[src/hw/chan_pkg.sv]
// Shared sample, mask-write and output word types plus size limits; imported by the channelizer RTL
`default_nettype none

package chan_pkg;

    // wide enough for a 2048 bin transform
    localparam int BIN_IDX_W = 11;

    // smallest FFT size the decode accepts
    localparam int FFT_SIZE_MIN = 8;

    // cycles of internal reset after a configuration change
    localparam int RESET_STRETCH_CYCLES = 8;

    // one bin sample, I in data[31:16], Q in data[15:0]
    typedef struct packed {
        logic                 valid;
        logic [31:0]          data;
        logic [BIN_IDX_W-1:0] bin;
    } chan_sample_t;

    // one write into the bin enable mask
    typedef struct packed {
        logic                 valid;
        logic [BIN_IDX_W-1:0] bin;
        logic                 keep;
    } chan_select_t;

    // output word, last marks the end of a payload
    typedef struct packed {
        logic                 valid;
        logic [31:0]          data;
        logic [BIN_IDX_W-1:0] bin;
        logic                 last;
    } chan_out_t;

endpackage

`default_nettype wire

[src/hw/chan_ctrl.sv]
// Registers FFT size and payload length, decodes log2 size and stretches the datapath reset
`timescale 1ns/100ps
`default_nettype none

module chan_ctrl #(
    parameter int MAX_BINS = 256
) (
    input  wire         clk,
    input  wire         sync_reset,
    input  wire  [11:0] fft_size_i,
    input  wire  [15:0] payload_len_i,
    output logic [11:0] fft_size_o,
    output logic [4:0]  fft_log2_o,
    output logic [15:0] payload_len_o,
    output logic        run_reset_o
);
    import chan_pkg::*;

    localparam int CNT_W = $clog2(RESET_STRETCH_CYCLES + 1);
    localparam logic [11:0] DEF_SIZE = 12'd128;
    localparam logic [4:0]  DEF_LOG2 = 5'd7;

    // raw copies of the requests, used only for change detection
    logic [11:0]      fft_req_q;
    logic [15:0]      len_req_q;
    logic [CNT_W-1:0] stretch_cnt;
    logic [11:0]      size_dec;
    logic [4:0]       log2_dec;
    logic [15:0]      len_dec;
    logic             cfg_change;

    // accept powers of two in range, otherwise fall back to the largest size
    always_comb begin
        size_dec = 12'(MAX_BINS);
        log2_dec = 5'($clog2(MAX_BINS));
        for (int k = $clog2(FFT_SIZE_MIN); k <= 11; k++) begin
            if (((1 << k) <= MAX_BINS) && (fft_size_i == 12'(1 << k))) begin
                size_dec = 12'(1 << k);
                log2_dec = 5'(k);
            end
        end
    end

    // zero length payloads are treated as single words
    assign len_dec = (payload_len_i == 16'd0) ? 16'd1 : payload_len_i;

    assign cfg_change = (fft_size_i != fft_req_q) || (payload_len_i != len_req_q);

    always_ff @(posedge clk, posedge sync_reset) begin
        if (sync_reset) begin
            fft_req_q     <= DEF_SIZE;
            len_req_q     <= 16'd1;
            fft_size_o    <= DEF_SIZE;
            fft_log2_o    <= DEF_LOG2;
            payload_len_o <= 16'd1;
            stretch_cnt   <= CNT_W'(RESET_STRETCH_CYCLES);
        end else begin
            if (cfg_change) begin
                fft_req_q     <= fft_size_i;
                len_req_q     <= payload_len_i;
                fft_size_o    <= size_dec;
                fft_log2_o    <= log2_dec;
                payload_len_o <= len_dec;
                stretch_cnt   <= CNT_W'(RESET_STRETCH_CYCLES);
            end else if (stretch_cnt != '0) begin
                stretch_cnt <= stretch_cnt - 1'b1;
            end
        end
    end

    // high from the reload edge until the count runs out
    assign run_reset_o = (stretch_cnt != '0);

endmodule

`default_nettype wire

[src/hw/bin_framer.sv]
// Tags each incoming sample with its bin index, wrapping at the configured FFT size
`timescale 1ns/100ps
`default_nettype none

module bin_framer (
    input  wire                    clk,
    input  wire                    sync_reset,
    input  wire                    run_reset_i,
    input  wire  [11:0]            fft_size_i,
    input  wire  chan_pkg::chan_sample_t sample_i,
    output chan_pkg::chan_sample_t sample_o
);
    import chan_pkg::*;

    logic [BIN_IDX_W-1:0] bin_cnt;
    logic [11:0]          wrap_at;
    logic                 valid_q;
    logic [31:0]          data_q;
    logic [BIN_IDX_W-1:0] bin_q;

    // never wrap below the smallest supported frame
    assign wrap_at = (fft_size_i < 12'(FFT_SIZE_MIN)) ? 12'(FFT_SIZE_MIN - 1) :
                     fft_size_i - 12'd1;

    always_ff @(posedge clk, posedge sync_reset) begin
        if (sync_reset) begin
            valid_q <= 1'b0;
            bin_cnt <= '0;
        end else if (run_reset_i) begin
            valid_q <= 1'b0;
            bin_cnt <= '0;
        end else begin
            valid_q <= sample_i.valid;
            if (sample_i.valid) begin
                bin_cnt <= (12'(bin_cnt) == wrap_at) ? '0 : bin_cnt + 1'b1;
            end
        end
    end

    // incoming bin field is discarded
    always_ff @(posedge clk) begin
        if (sample_i.valid) begin
            data_q <= sample_i.data;
            bin_q  <= bin_cnt;
        end
    end

    assign sample_o = '{valid: valid_q, data: data_q, bin: bin_q};

endmodule

`default_nettype wire

[src/hw/bin_select.sv]
// Drops samples whose bin is not enabled; the enable mask is written through select commands
`timescale 1ns/100ps
`default_nettype none

module bin_select #(
    parameter int  MAX_BINS  = 256,
    parameter type payload_t = chan_pkg::chan_sample_t
) (
    input  wire                    clk,
    input  wire                    sync_reset,
    input  wire                    run_reset_i,
    input  wire  chan_pkg::chan_select_t select_i,
    input  wire  payload_t         sample_i,
    output payload_t               sample_o
);

    localparam int IDX_W = (MAX_BINS > 1) ? $clog2(MAX_BINS) : 1;

    logic [MAX_BINS-1:0] bin_en;
    logic                sel_hit;
    logic                keep_hit;
    logic                valid_q;
    payload_t            data_q;

    // addresses past the mask depth are ignored
    assign sel_hit = select_i.valid && (select_i.bin < MAX_BINS);

    // reads the mask before this cycle's write lands
    assign keep_hit = sample_i.valid && (sample_i.bin < MAX_BINS) &&
                      bin_en[sample_i.bin[IDX_W-1:0]];

    always_ff @(posedge clk, posedge sync_reset) begin
        if (sync_reset) begin
            bin_en  <= '0;
            valid_q <= 1'b0;
        end else if (run_reset_i) begin
            // every bin disabled until selected again
            bin_en  <= '0;
            valid_q <= 1'b0;
        end else begin
            if (sel_hit) begin
                bin_en[select_i.bin[IDX_W-1:0]] <= select_i.keep;
            end
            valid_q <= keep_hit;
        end
    end

    always_ff @(posedge clk) begin
        if (keep_hit) begin
            data_q <= sample_i;
        end
    end

    always_comb begin
        sample_o       = data_q;
        sample_o.valid = valid_q;
    end

endmodule

`default_nettype wire

[src/hw/payload_packetizer.sv]
// Counts forwarded words and flags the last word of each payload on the output bus
`timescale 1ns/100ps
`default_nettype none

module payload_packetizer #(
    parameter type payload_t = chan_pkg::chan_sample_t
) (
    input  wire                 clk,
    input  wire                 sync_reset,
    input  wire                 run_reset_i,
    input  wire  [15:0]         payload_len_i,
    input  wire  payload_t      sample_i,
    output chan_pkg::chan_out_t out_o
);

    logic [15:0] word_cnt;
    logic        at_last;
    logic        valid_q;
    logic        last_q;
    payload_t    data_q;

    assign at_last = (word_cnt == payload_len_i - 16'd1);

    always_ff @(posedge clk, posedge sync_reset) begin
        if (sync_reset) begin
            valid_q  <= 1'b0;
            word_cnt <= '0;
        end else if (run_reset_i) begin
            valid_q  <= 1'b0;
            word_cnt <= '0;
        end else begin
            valid_q <= sample_i.valid;
            if (sample_i.valid) begin
                // restart after the final word of a payload
                word_cnt <= at_last ? '0 : word_cnt + 16'd1;
            end
        end
    end

    always_ff @(posedge clk) begin
        if (sample_i.valid) begin
            data_q <= sample_i;
            last_q <= at_last;
        end
    end

    assign out_o = '{valid: valid_q, data: data_q.data, bin: data_q.bin, last: last_q};

endmodule

`default_nettype wire

[src/hw/channelizer_top.sv]
// Top level of the channelizer back end: control block feeding framer, bin select and packetizer
`timescale 1ns/100ps
`default_nettype none

module channelizer_top #(
    parameter int MAX_BINS = 256
) (
    input  wire                    clk,
    input  wire                    sync_reset,
    input  wire  chan_pkg::chan_sample_t sample_i,
    input  wire  chan_pkg::chan_select_t select_i,
    input  wire  [11:0]            fft_size_i,
    input  wire  [15:0]            payload_len_i,
    output wire  chan_pkg::chan_out_t    out_o,
    output wire  [4:0]             fft_log2_o
);
    import chan_pkg::*;

    logic         run_reset;
    logic [11:0]  fft_size_q;
    logic [15:0]  payload_len_q;
    chan_sample_t framed;
    chan_sample_t kept;

    chan_ctrl #(
        .MAX_BINS(MAX_BINS)
    ) u_ctrl (
        .clk(clk),
        .sync_reset(sync_reset),
        .fft_size_i(fft_size_i),
        .payload_len_i(payload_len_i),
        .fft_size_o(fft_size_q),
        .fft_log2_o(fft_log2_o),
        .payload_len_o(payload_len_q),
        .run_reset_o(run_reset)
    );

    bin_framer u_framer (
        .clk(clk),
        .sync_reset(sync_reset),
        .run_reset_i(run_reset),
        .fft_size_i(fft_size_q),
        .sample_i(sample_i),
        .sample_o(framed)
    );

    bin_select #(
        .MAX_BINS(MAX_BINS),
        .payload_t(chan_sample_t)
    ) u_select (
        .clk(clk),
        .sync_reset(sync_reset),
        .run_reset_i(run_reset),
        .select_i(select_i),
        .sample_i(framed),
        .sample_o(kept)
    );

    payload_packetizer #(
        .payload_t(chan_sample_t)
    ) u_packetizer (
        .clk(clk),
        .sync_reset(sync_reset),
        .run_reset_i(run_reset),
        .payload_len_i(payload_len_q),
        .sample_i(kept),
        .out_o(out_o)
    );

endmodule

`default_nettype wire

[config.mk]
export PLATFORM = sky130hd
export DESIGN_NAME = channelizer_top
export DESIGN_NICKNAME = d
export VERILOG_FILES = /design/src/hw/chan_pkg.sv /design/src/hw/chan_ctrl.sv /design/src/hw/bin_framer.sv /design/src/hw/bin_select.sv /design/src/hw/payload_packetizer.sv /design/src/hw/channelizer_top.sv
export SDC_FILE = /design/constraint.sdc
export NUM_CORES = 1
export LEC_CHECK = 0
export BUFFER_PORTS_ARGS = -buffer_cell sky130_fd_sc_hd__buf_2
export CAP_MARGIN = 20
export CORE_MARGIN = 10
export CORE_UTILIZATION = 45
export DETAILED_ROUTE_END_ITERATION = 16
export PLACE_DENSITY_LB_ADDON = 0.05
export SYNTH_ARGS = -nofsm -noshare
export SYNTH_HDL_FRONTEND = slang
export SYNTH_HIERARCHICAL = 1
export SYNTH_SLANG_ARGS = --single-unit
export TNS_END_PERCENT = 1
[constraint.sdc]
create_clock -name clk -period 12.9 [get_ports clk]
set_input_delay 1.29 -clock clk [delete_from_list [all_inputs] [get_ports clk]]
set_output_delay 1.29 -clock clk [all_outputs]
set_load 0.02 [all_outputs]
Word-level counts from Yosys, hierarchy flattened
Cells that the tools add are included.

Bits in registers: 481. Output and inout bits: 50. Logic and storage cells: 83. Input bits: 87.

Muxes and demuxes: 32. Eq/ne operators: 10. Reductions and logical operators: 11. $add $sub $neg: 5. Magnitude comparators: 6.

Operators by type and width (number): 256-bit 2-to-1 mux (2); 256-bit bitwise mux (1); 12-bit 2-to-1 mux (6); 16-bit 2-to-1 mux (4); 11-bit 2-to-1 mux (3); 5-bit 2-to-1 mux (5); 11-bit by 9-bit < comparator with 1-bit output (second input constant) (2); 8-bit by 9-bit < comparator with 1-bit output (second input constant) (2); 16-bit by 1-bit adder with 16-bit output (second input constant) (1); 16-bit == test (1); 16-bit logical NOT (1); 16-bit != test (1); 16-bit by 1-bit subtractor with 16-bit output (second input constant) (1); 11-bit by 12-bit == test with 1-bit output (1); 12-bit by 4-bit == test with 1-bit output (second input constant) (1); 12-bit by 5-bit == test with 1-bit output (second input constant) (1); 12-bit by 6-bit == test with 1-bit output (second input constant) (1); 12-bit by 7-bit == test with 1-bit output (second input constant) (1); 12-bit by 8-bit == test with 1-bit output (second input constant) (1); 12-bit by 9-bit == test with 1-bit output (second input constant) (1); 12-bit by 4-bit < comparator with 1-bit output (second input constant) (1); 4-bit 2-to-1 mux (3); 12-bit != test (1); 12-bit by 1-bit subtractor with 12-bit output (second input constant) (1); other kinds (11) (21).

Longest topological paths before layout
Gate-level depths: netlist (run 1).

Word-level depth: 7. Mapped depth: 12. Mapped depth without buffers: 10.

Cells and area by module
The synthesis (run 1) kept the hierarchy.

Modules (own cells, without submodules): bin_select (area an instance 14796.7 µm², instances 1, cells an instance 1458); payload_packetizer (area an instance 2791.4 µm², instances 1, cells an instance 221); chan_ctrl (area an instance 2581.2 µm², instances 1, cells an instance 214); bin_framer (area an instance 2542.4 µm², instances 1, cells an instance 203).

Least setup slack after synthesis (run 1)
Ideal clock, no wire load.

Kind: flip-flop to flip-flop. Start: register u_framer.bin_q[0]. End: register u_select.data_q (netlist bit u_select/sample_o[0]), enable pin. Period minus slack after synthesis: 4.254 ns. Setup time: 0.459 ns. Path slack: 8.646 ns. Cell stages (with the launch flop): 10. Data required time: 12.441 ns. Path buffers: 3. Arrival: 3.795 ns. Cells stage by stage: edfxtp_1 buf_6 buf_8 buf_12 mux2i_1 a22oi_2 o211a_1 a311oi_1 a311o_1 o22ai_1.

Word-level cells in the longest chain between the ends: 3. Elaborated cells between the ends (all ways): 5. Classes of those cells: order compare (1); mux (2); reduce/logical (2).

RTL lines: start, declared (line bin_framer.sv:19) `logic [BIN_IDX_W-1:0] bin_q;`; start signal, assigned (line bin_framer.sv:44) `bin_q <= bin_cnt;`; 1-bit binary-select mux with 8-bit select or 11-bit by 9-bit < comparator with 1-bit output (tied branches) (line bin_select.sv:30, bin_select.sv:29); 1-bit 2-to-1 mux (not written as such) or 1-bit logical AND (tied branches) (line bin_select.sv:30, bin_select.sv:29); 1-bit logical AND * (line bin_select.sv:29) `assign keep_hit = sample_i.valid && (sample_i.bin < MAX_BINS) &&`; via u_select.keep_hit (line bin_select.sv:21) `logic keep_hit;`; end signal, assigned (line bin_select.sv:50) `data_q <= sample_i;`; end, declared (line bin_select.sv:23) `payload_t data_q;`.

The timed path passes the listed nets; every way through them passes the cells marked *. The select of a mux whose other input is x is not followed. A chain may end at the register's enable or synchronous reset.

Worst setup path after layout (run 1)
Start: register u_framer.bin_q[1]. End: register u_select.data_q (netlist bit u_select/sample_o[7]), enable pin.

Same word-level chain as after synthesis.

==> qor.yml, run 1 <==
timing:
  fmax_mhz: 233
  setup_violations: 0
  setup_ws_ns: 8.61
  worstMarginPinSlew_ns: 1.23
  fin_setup_tns_ns: 0
  slew_headroom_pct: 17.6
  slew_viol_final: 0
  rsz0062_at_grt: "no"
  finClkSkew_ns: 0.0163
  finalCritPeriodShare_pct: 33.3
  min_period_ns: 4.29
  finalHoldViolations: 0
synth:
  synthDistinctLibCells: 82
  syn_area_um2: 22700
  yosys_warnings: 6
  yosys-top-cells-area: "dfrtp_1, edfxtp_1, nand3_1"
  synth_seq_cells: 473
  synth-edff-count: 130
  synth.top_cell.area_share_pct: 36.9
  synthArstFlopShare_pct: 72.5
  syn_inst: 2096
  yosysSeqAreaShare_pct: 55.0
  synth_top_area_cell: "dfrtp_1"
  synth_flop_cell: "dfrtp_1"
  avgSynthCellArea_um2: 10.8
setup_path:
  r2r-start: "u_framer/bin_q[1]$_DFFE_PP_"
  path_common_cell: "buf_4"
  required_ns: 13.13
  slowest_stage: "edfxtp_1"
  regToRegSetupSlack_ns: 8.61
  critPathArrivalTime_ns: 4.52
  cp-end-kind: "flip-flop"
  crit_path_start_kind: "flip-flop"
  crit_path_cell_trace: "buf_4, mux4_2, mux2i_1, a22oi_1, a311oi_1, a311o_1, o22ai_4, buf_4"
  criticalPathCategory: "flip-flop to flip-flop"
  worstPathMaxFanout: 48
  r2r_cells: 8
  critPathBufInv: 2
  cpLargestDelayFamily: "buffers and inverters"
  regToRegEndpoint: "u_select/sample_o[7]$_DFFE_PP_"
  slowest_delay_ns: 0.94
layout:
  utilization_pct: 50.5
  stdcell_count: 2825
  final_common_cell: "dfrtp_1"
  syn2layout_area_growth_pct: 11.3
  fin_nets: 2207
  antenna_cells: 0
  layout-drive-gt1-share_pct: 17.2
  layout_common_cells: "dfrtp_1, nand3_1, o21ai_0"
clock_network:
  clock_path_buffers: 3
  post_cts_resized: 0
  cts_hold_buffers: 0
  cts_max_level: 2
  root_buffer: "clkbuf_16"
  cts_tree: "built"
  postCtsSetupBuffers: 0
  path_clk_slew_ns: 0.06
  cts_buffers: 51
  cts.sinks: 473
  insertion_delay_ns: 0.60
detailed_routing:
  via_count: 17253
  drtAntennaViolNets: 0
  drt_iter0_drc: 2016
  wl_um: 67500
  avgRoutedWirePerCell_um: 23.9
  viasPerCell: 6.11
  first_pass_iters: 6
  drc: 0
min_path:
  min-delay-start: "u_framer/data_q[12]$_DFFE_PP_"
  hold_class: "flip-flop to flip-flop"
  hold_depth: 0
  hold_end: "u_select/sample_o[23]$_DFFE_PP_"
grt:
  grt_max_degree: 154
  grt-ovfl-total: 0
  grt_pass1_vias: 16757
  antenna_found_initial: 0
  grt_first_pass_wirelength_um: 103000
  grt_usage_pct: 21.9
place:
  portBuffers: 124
  pre_cts_ws_ns: 8.57
  hpwl_um: 39900
  gp_congestion: 0.828
  placed_cells: 2730
pwr:
  power_density_nw_per_um2: 124
  ir_drop_mv: 0.108
  p_leak_nw: 9.35
floorplan:
  dieArea_um2: 59900
  fp-row-count: 82
  boundaryPins: 137
  die_w_um: 245
  die_h_um: 245
  initial_core_util_pct: 45.4
  core-area_um2: 50100
flow_run:
  max_cap_violations: 0
outcome:
  status: "completed"
[cells in the mapped netlist (6+ instances only)]
| cell | n |
|---|---|
| dfrtp_1 | 335 |
| nand3_1 | 283 |
| o21ai_0 | 268 |
| a21oi_1 | 267 |
| clkbuf_1 | 153 |
| edfxtp_1 | 130 |
| nor2_1 | 84 |
| mux4_2 | 59 |
| nand2_1 | 52 |
| xor2_1 | 42 |
| xnor2_1 | 40 |
| mux2i_1 | 28 |
| buf_2 | 27 |
| inv_1 | 23 |
| mux2_2 | 22 |
| nor3_1 | 21 |
| buf_4 | 19 |
| nand4_1 | 19 |
| nor4_1 | 19 |
| nor2b_1 | 17 |
| nand2b_1 | 14 |
| and3_1 | 10 |
| buf_6 | 8 |
| dfstp_2 | 8 |
| a31oi_1 | 7 |
| mux4_1 | 6 |
| nor3b_1 | 6 |
| o22ai_1 | 6 |
| o31ai_1 | 6 |
| or3_1 | 6 |
| or4_1 | 6 |
[where the power goes]
group / switching, mW / internal [mW]
clock: 0.602 / 0.810
combinational: 0.104 / 0.0430
sequential: 0.0106 / 1.56
total: 0.717 / 2.41
[area by class of cell]
class	instances	area [um2]
Clock buffer	78	1520
Clock inverter	13	105
Fill cell	4652	24800
Inverter	23	93.8
Multi-Input combinational cell	1392	9180
Sequential cell	473	12500
Tap cell	672	841
Timing Repair Buffer	174	1040
[metal layers]
metal	vias up	GRT usage, %	part of all wire [%]
met5	-	0	0
met4	0	7.18	2.5
met3	109	4.95	9.5
met2	733	31.9	44
met1	8679	31.8	44
li1	7732	-	-
[worst max path at each step]
stage,endpoint,cells past startpoint,startpoint
5_1_grt,u_select/sample_o[10]$_DFFE_PP_,8,u_framer/bin_q[1]$_DFFE_PP_
3_3_place_gp,u_select/sample_o[21]$_DFFE_PP_,8,u_framer/bin_q[1]$_DFFE_PP_
2_1_floorplan,u_select/bin_en[0]$_DFFE_PP0P_,1,sync_reset
3_5_place_dp,u_select/sample_o[32]$_DFFE_PP_,8,u_framer/bin_q[1]$_DFFE_PP_
6_report,u_select/sample_o[7]$_DFFE_PP_,8,u_framer/bin_q[1]$_DFFE_PP_
4_1_cts,u_select/sample_o[27]$_DFFE_PP_,8,u_framer/bin_q[1]$_DFFE_PP_
[cells by family after synthesis]
group | synth area share, %
flops | 55.0
buf+inv | 4.84
xor+xnor | 3.31
simple gates | 12.9
other cells | 0.0165
fa+ha+maj | 0.275
compound gates | 14.4
mux | 9.25
[state kept, by name (all words and copies together), names as in the netlist]
| signal | flops |
|---|---|
| u_framer/data_q | 32 |
| u_select/bin_en | 256 |
| u_packetizer/out_o | 43 |
| u_packetizer/word_cnt | 16 |
| u_ctrl/stretch_cnt | 4 |
| u_packetizer/valid_q | 1 |
| u_ctrl/len_req_q | 16 |
| u_select/valid_q | 1 |
| u_framer/valid_q | 1 |
| u_ctrl/fft_req_q | 12 |
| u_ctrl/fft_size_o | 6 |
| u_framer/bin_cnt | 11 |
| u_ctrl/fft_log2_o | 3 |
| u_select/sample_o | 43 |
| u_packetizer/last_q | 1 |
| u_framer/bin_q | 11 |
| u_ctrl/payload_len_o | 16 |
[metrics by stage]
step	power, mW	instance area [um2]	hold WS, ns
floorplan	1.69	22700	0.400
global placement	1.74	23500	0.400
detailed placement	1.74	23600	0.405
CTS	3.16	25200	0.415
global route	3.24	25300	0.422
finish	3.13	25300	0.414
(Power assumes the default switching activity.)
==> inputs of run 2 (changes only) <==
==> constraint.sdc (replaced) <==
create_clock -name clk -period 3.7 [get_ports clk]
set_input_delay 0.37 -clock clk [delete_from_list [all_inputs] [get_ports clk]]
set_output_delay 0.37 -clock clk [all_outputs]
set_load 0.02 [all_outputs]
==> run 2 against run 1 <==
  * Final area is 3.4% higher
  * Largest cell class unchanged
  * Global-route usage grew 0.59 points
  * Largest power group unchanged
  * Fmax is 41% higher
  * Core utilization grew 1.7 points
  * Final cell count rose by 2.9%
==> qor.yml, run 2 (synthesis gave the netlist of run 1 again) <==
setup_path:
  critPathArrivalTime_ns: 3.38
  criticalPathCategory: "flip-flop to flip-flop"
  worstPathMaxFanout: 52
  required_ns: 4.04
  crit_path_start_kind: "flip-flop"
  cp-end-kind: "flip-flop"
timing:
  fmax_mhz: 328
  worstMarginPinSlew_ns: 1.13
  setup_violations: 0
  min_period_ns: 3.04
  setup_ws_ns: 0.655
  rsz0062_at_grt: "no"
  slew_headroom_pct: 24.5
  finalCritPeriodShare_pct: 82.3
  slew_viol_final: 0
  finalHoldViolations: 0
  finClkSkew_ns: 0.0195
clock_network:
  cts_max_level: 2
  post_cts_resized: 0
  path_clk_slew_ns: 0.06
  root_buffer: "clkbuf_16"
  cts_buffers: 51
  clock_path_buffers: 3
  postCtsSetupBuffers: 0
  insertion_delay_ns: 0.62
  cts_hold_buffers: 60
  cts.sinks: 473
  cts_tree: "built"
grt:
  grt_first_pass_wirelength_um: 106000
  grt-ovfl-total: 0
  grt_max_degree: 141
  antenna_found_initial: 0
  grt_usage_pct: 22.5
  grt_pass1_vias: 17309
detailed_routing:
  first_pass_iters: 5
  viasPerCell: 6.05
  drc: 0
  via_count: 17596
  drt_iter0_drc: 2077
  drtAntennaViolNets: 0
  avgRoutedWirePerCell_um: 23.7
  wl_um: 68800
outcome:
  status: "completed"
place:
  pre_cts_ws_ns: 0.682
  gp_congestion: 0.842
  placed_area_um2: 23800
  hpwl_um: 41100
  portBuffers: 124
min_path:
  hold_class: "input port to flip-flop"
layout:
  antenna_cells: 0
  syn2layout_area_growth_pct: 15.1
  final_area_um2: 26100
  fin_nets: 2286
  largest_register_ffs: 256
  final_common_cell: "dfrtp_1"
  layout_common_cells: "dfrtp_1, nand3_1, o21ai_0"
  top_register: "u_select/bin_en"
  layout-drive-gt1-share_pct: 17.2
  utilization_pct: 52.2
floorplan:
  die_w_um: 245
  fp-row-count: 82
  die_h_um: 245
  dieArea_um2: 59900
  initial_core_util_pct: 45.4
  boundaryPins: 137
  core-area_um2: 50100
pwr:
  p_leak_nw: 9.72
  power_density_nw_per_um2: 425
  ir_drop_mv: 0.314
flow_run:
  max_cap_violations: 0
-- run 2: per-stage QoR --
step	power, mW	cells	hold WS (ns)	setup TNS (ns)
final	11.1	2907	0.0491	0
after detailed placement	6.09	2749	0.366	0
after floorplan	5.90	2102	0.235	-14.29
after CTS	11.2	2903	0.0266	0
after global routing	11.5	2907	0.0248	0
after global placement	6.08	2749	0.366	0
-- run 2: cell type report --
cell class	instances	area, um2
well taps	672	841
inverters	23	90.1
repair buffers	253	1870
clock inverters	12	159
fillers	4487	23900
clock buffers	82	1510
multi-input cells	1392	9170
flip-flops and latches	473	12500
-- run 2: metal layers --
metal | vias up | track usage [%] | part of all wire [%]
met2 | 675 | 34.6 | 46
met1 | 8911 | 31.7 | 44
met4 | 0 | 5.97 | 2.3
li1 | 7894 | - | -
met3 | 116 | 5.04 | 7.7
met5 | - | 0 | 0
-- run 2: critical path: stages (launching register included) --
cell,delay [ns]
edfxtp_1,0.38
buf_12,0.36
mux4_1,0.62
mux4_2,0.50
nand2_1,0.09
o2111ai_1,0.19
nand4_1,0.24
o22ai_4,0.11
buf_12,0.22
-- run 2: power by group --
part / leakage, nW / switching, mW / internal [mW]
Clock: 0.807 / 2.17 / 2.90
Sequential: 5.87 / 0.0347 / 5.43
Combinational: 3.04 / 0.381 / 0.201
-- run 2: path summary, 6_finish.rpt --
path                                                  from                                  end  cells past startpoint  slack, ns
min reg2reg                u_select/sample_o[29]$_DFFE_PP_     u_packetizer/out_o[30]$_DFFE_PP_                      0       0.41
min in group asynchronous                       sync_reset           u_select/valid_q$_DFF_PP0_                      3       0.29
max reg2reg                    u_framer/bin_q[1]$_DFFE_PP_      u_select/sample_o[13]$_DFFE_PP_                      8       0.66
min                                          fft_size_i[5]      u_ctrl/fft_req_q[5]$_DFFE_PP0P_                      1       0.05
max                            u_framer/bin_q[1]$_DFFE_PP_      u_select/sample_o[13]$_DFFE_PP_                      8       0.66
max in group asynchronous                       sync_reset  u_ctrl/payload_len_o[0]$_DFFE_PP1P_                      4       2.25
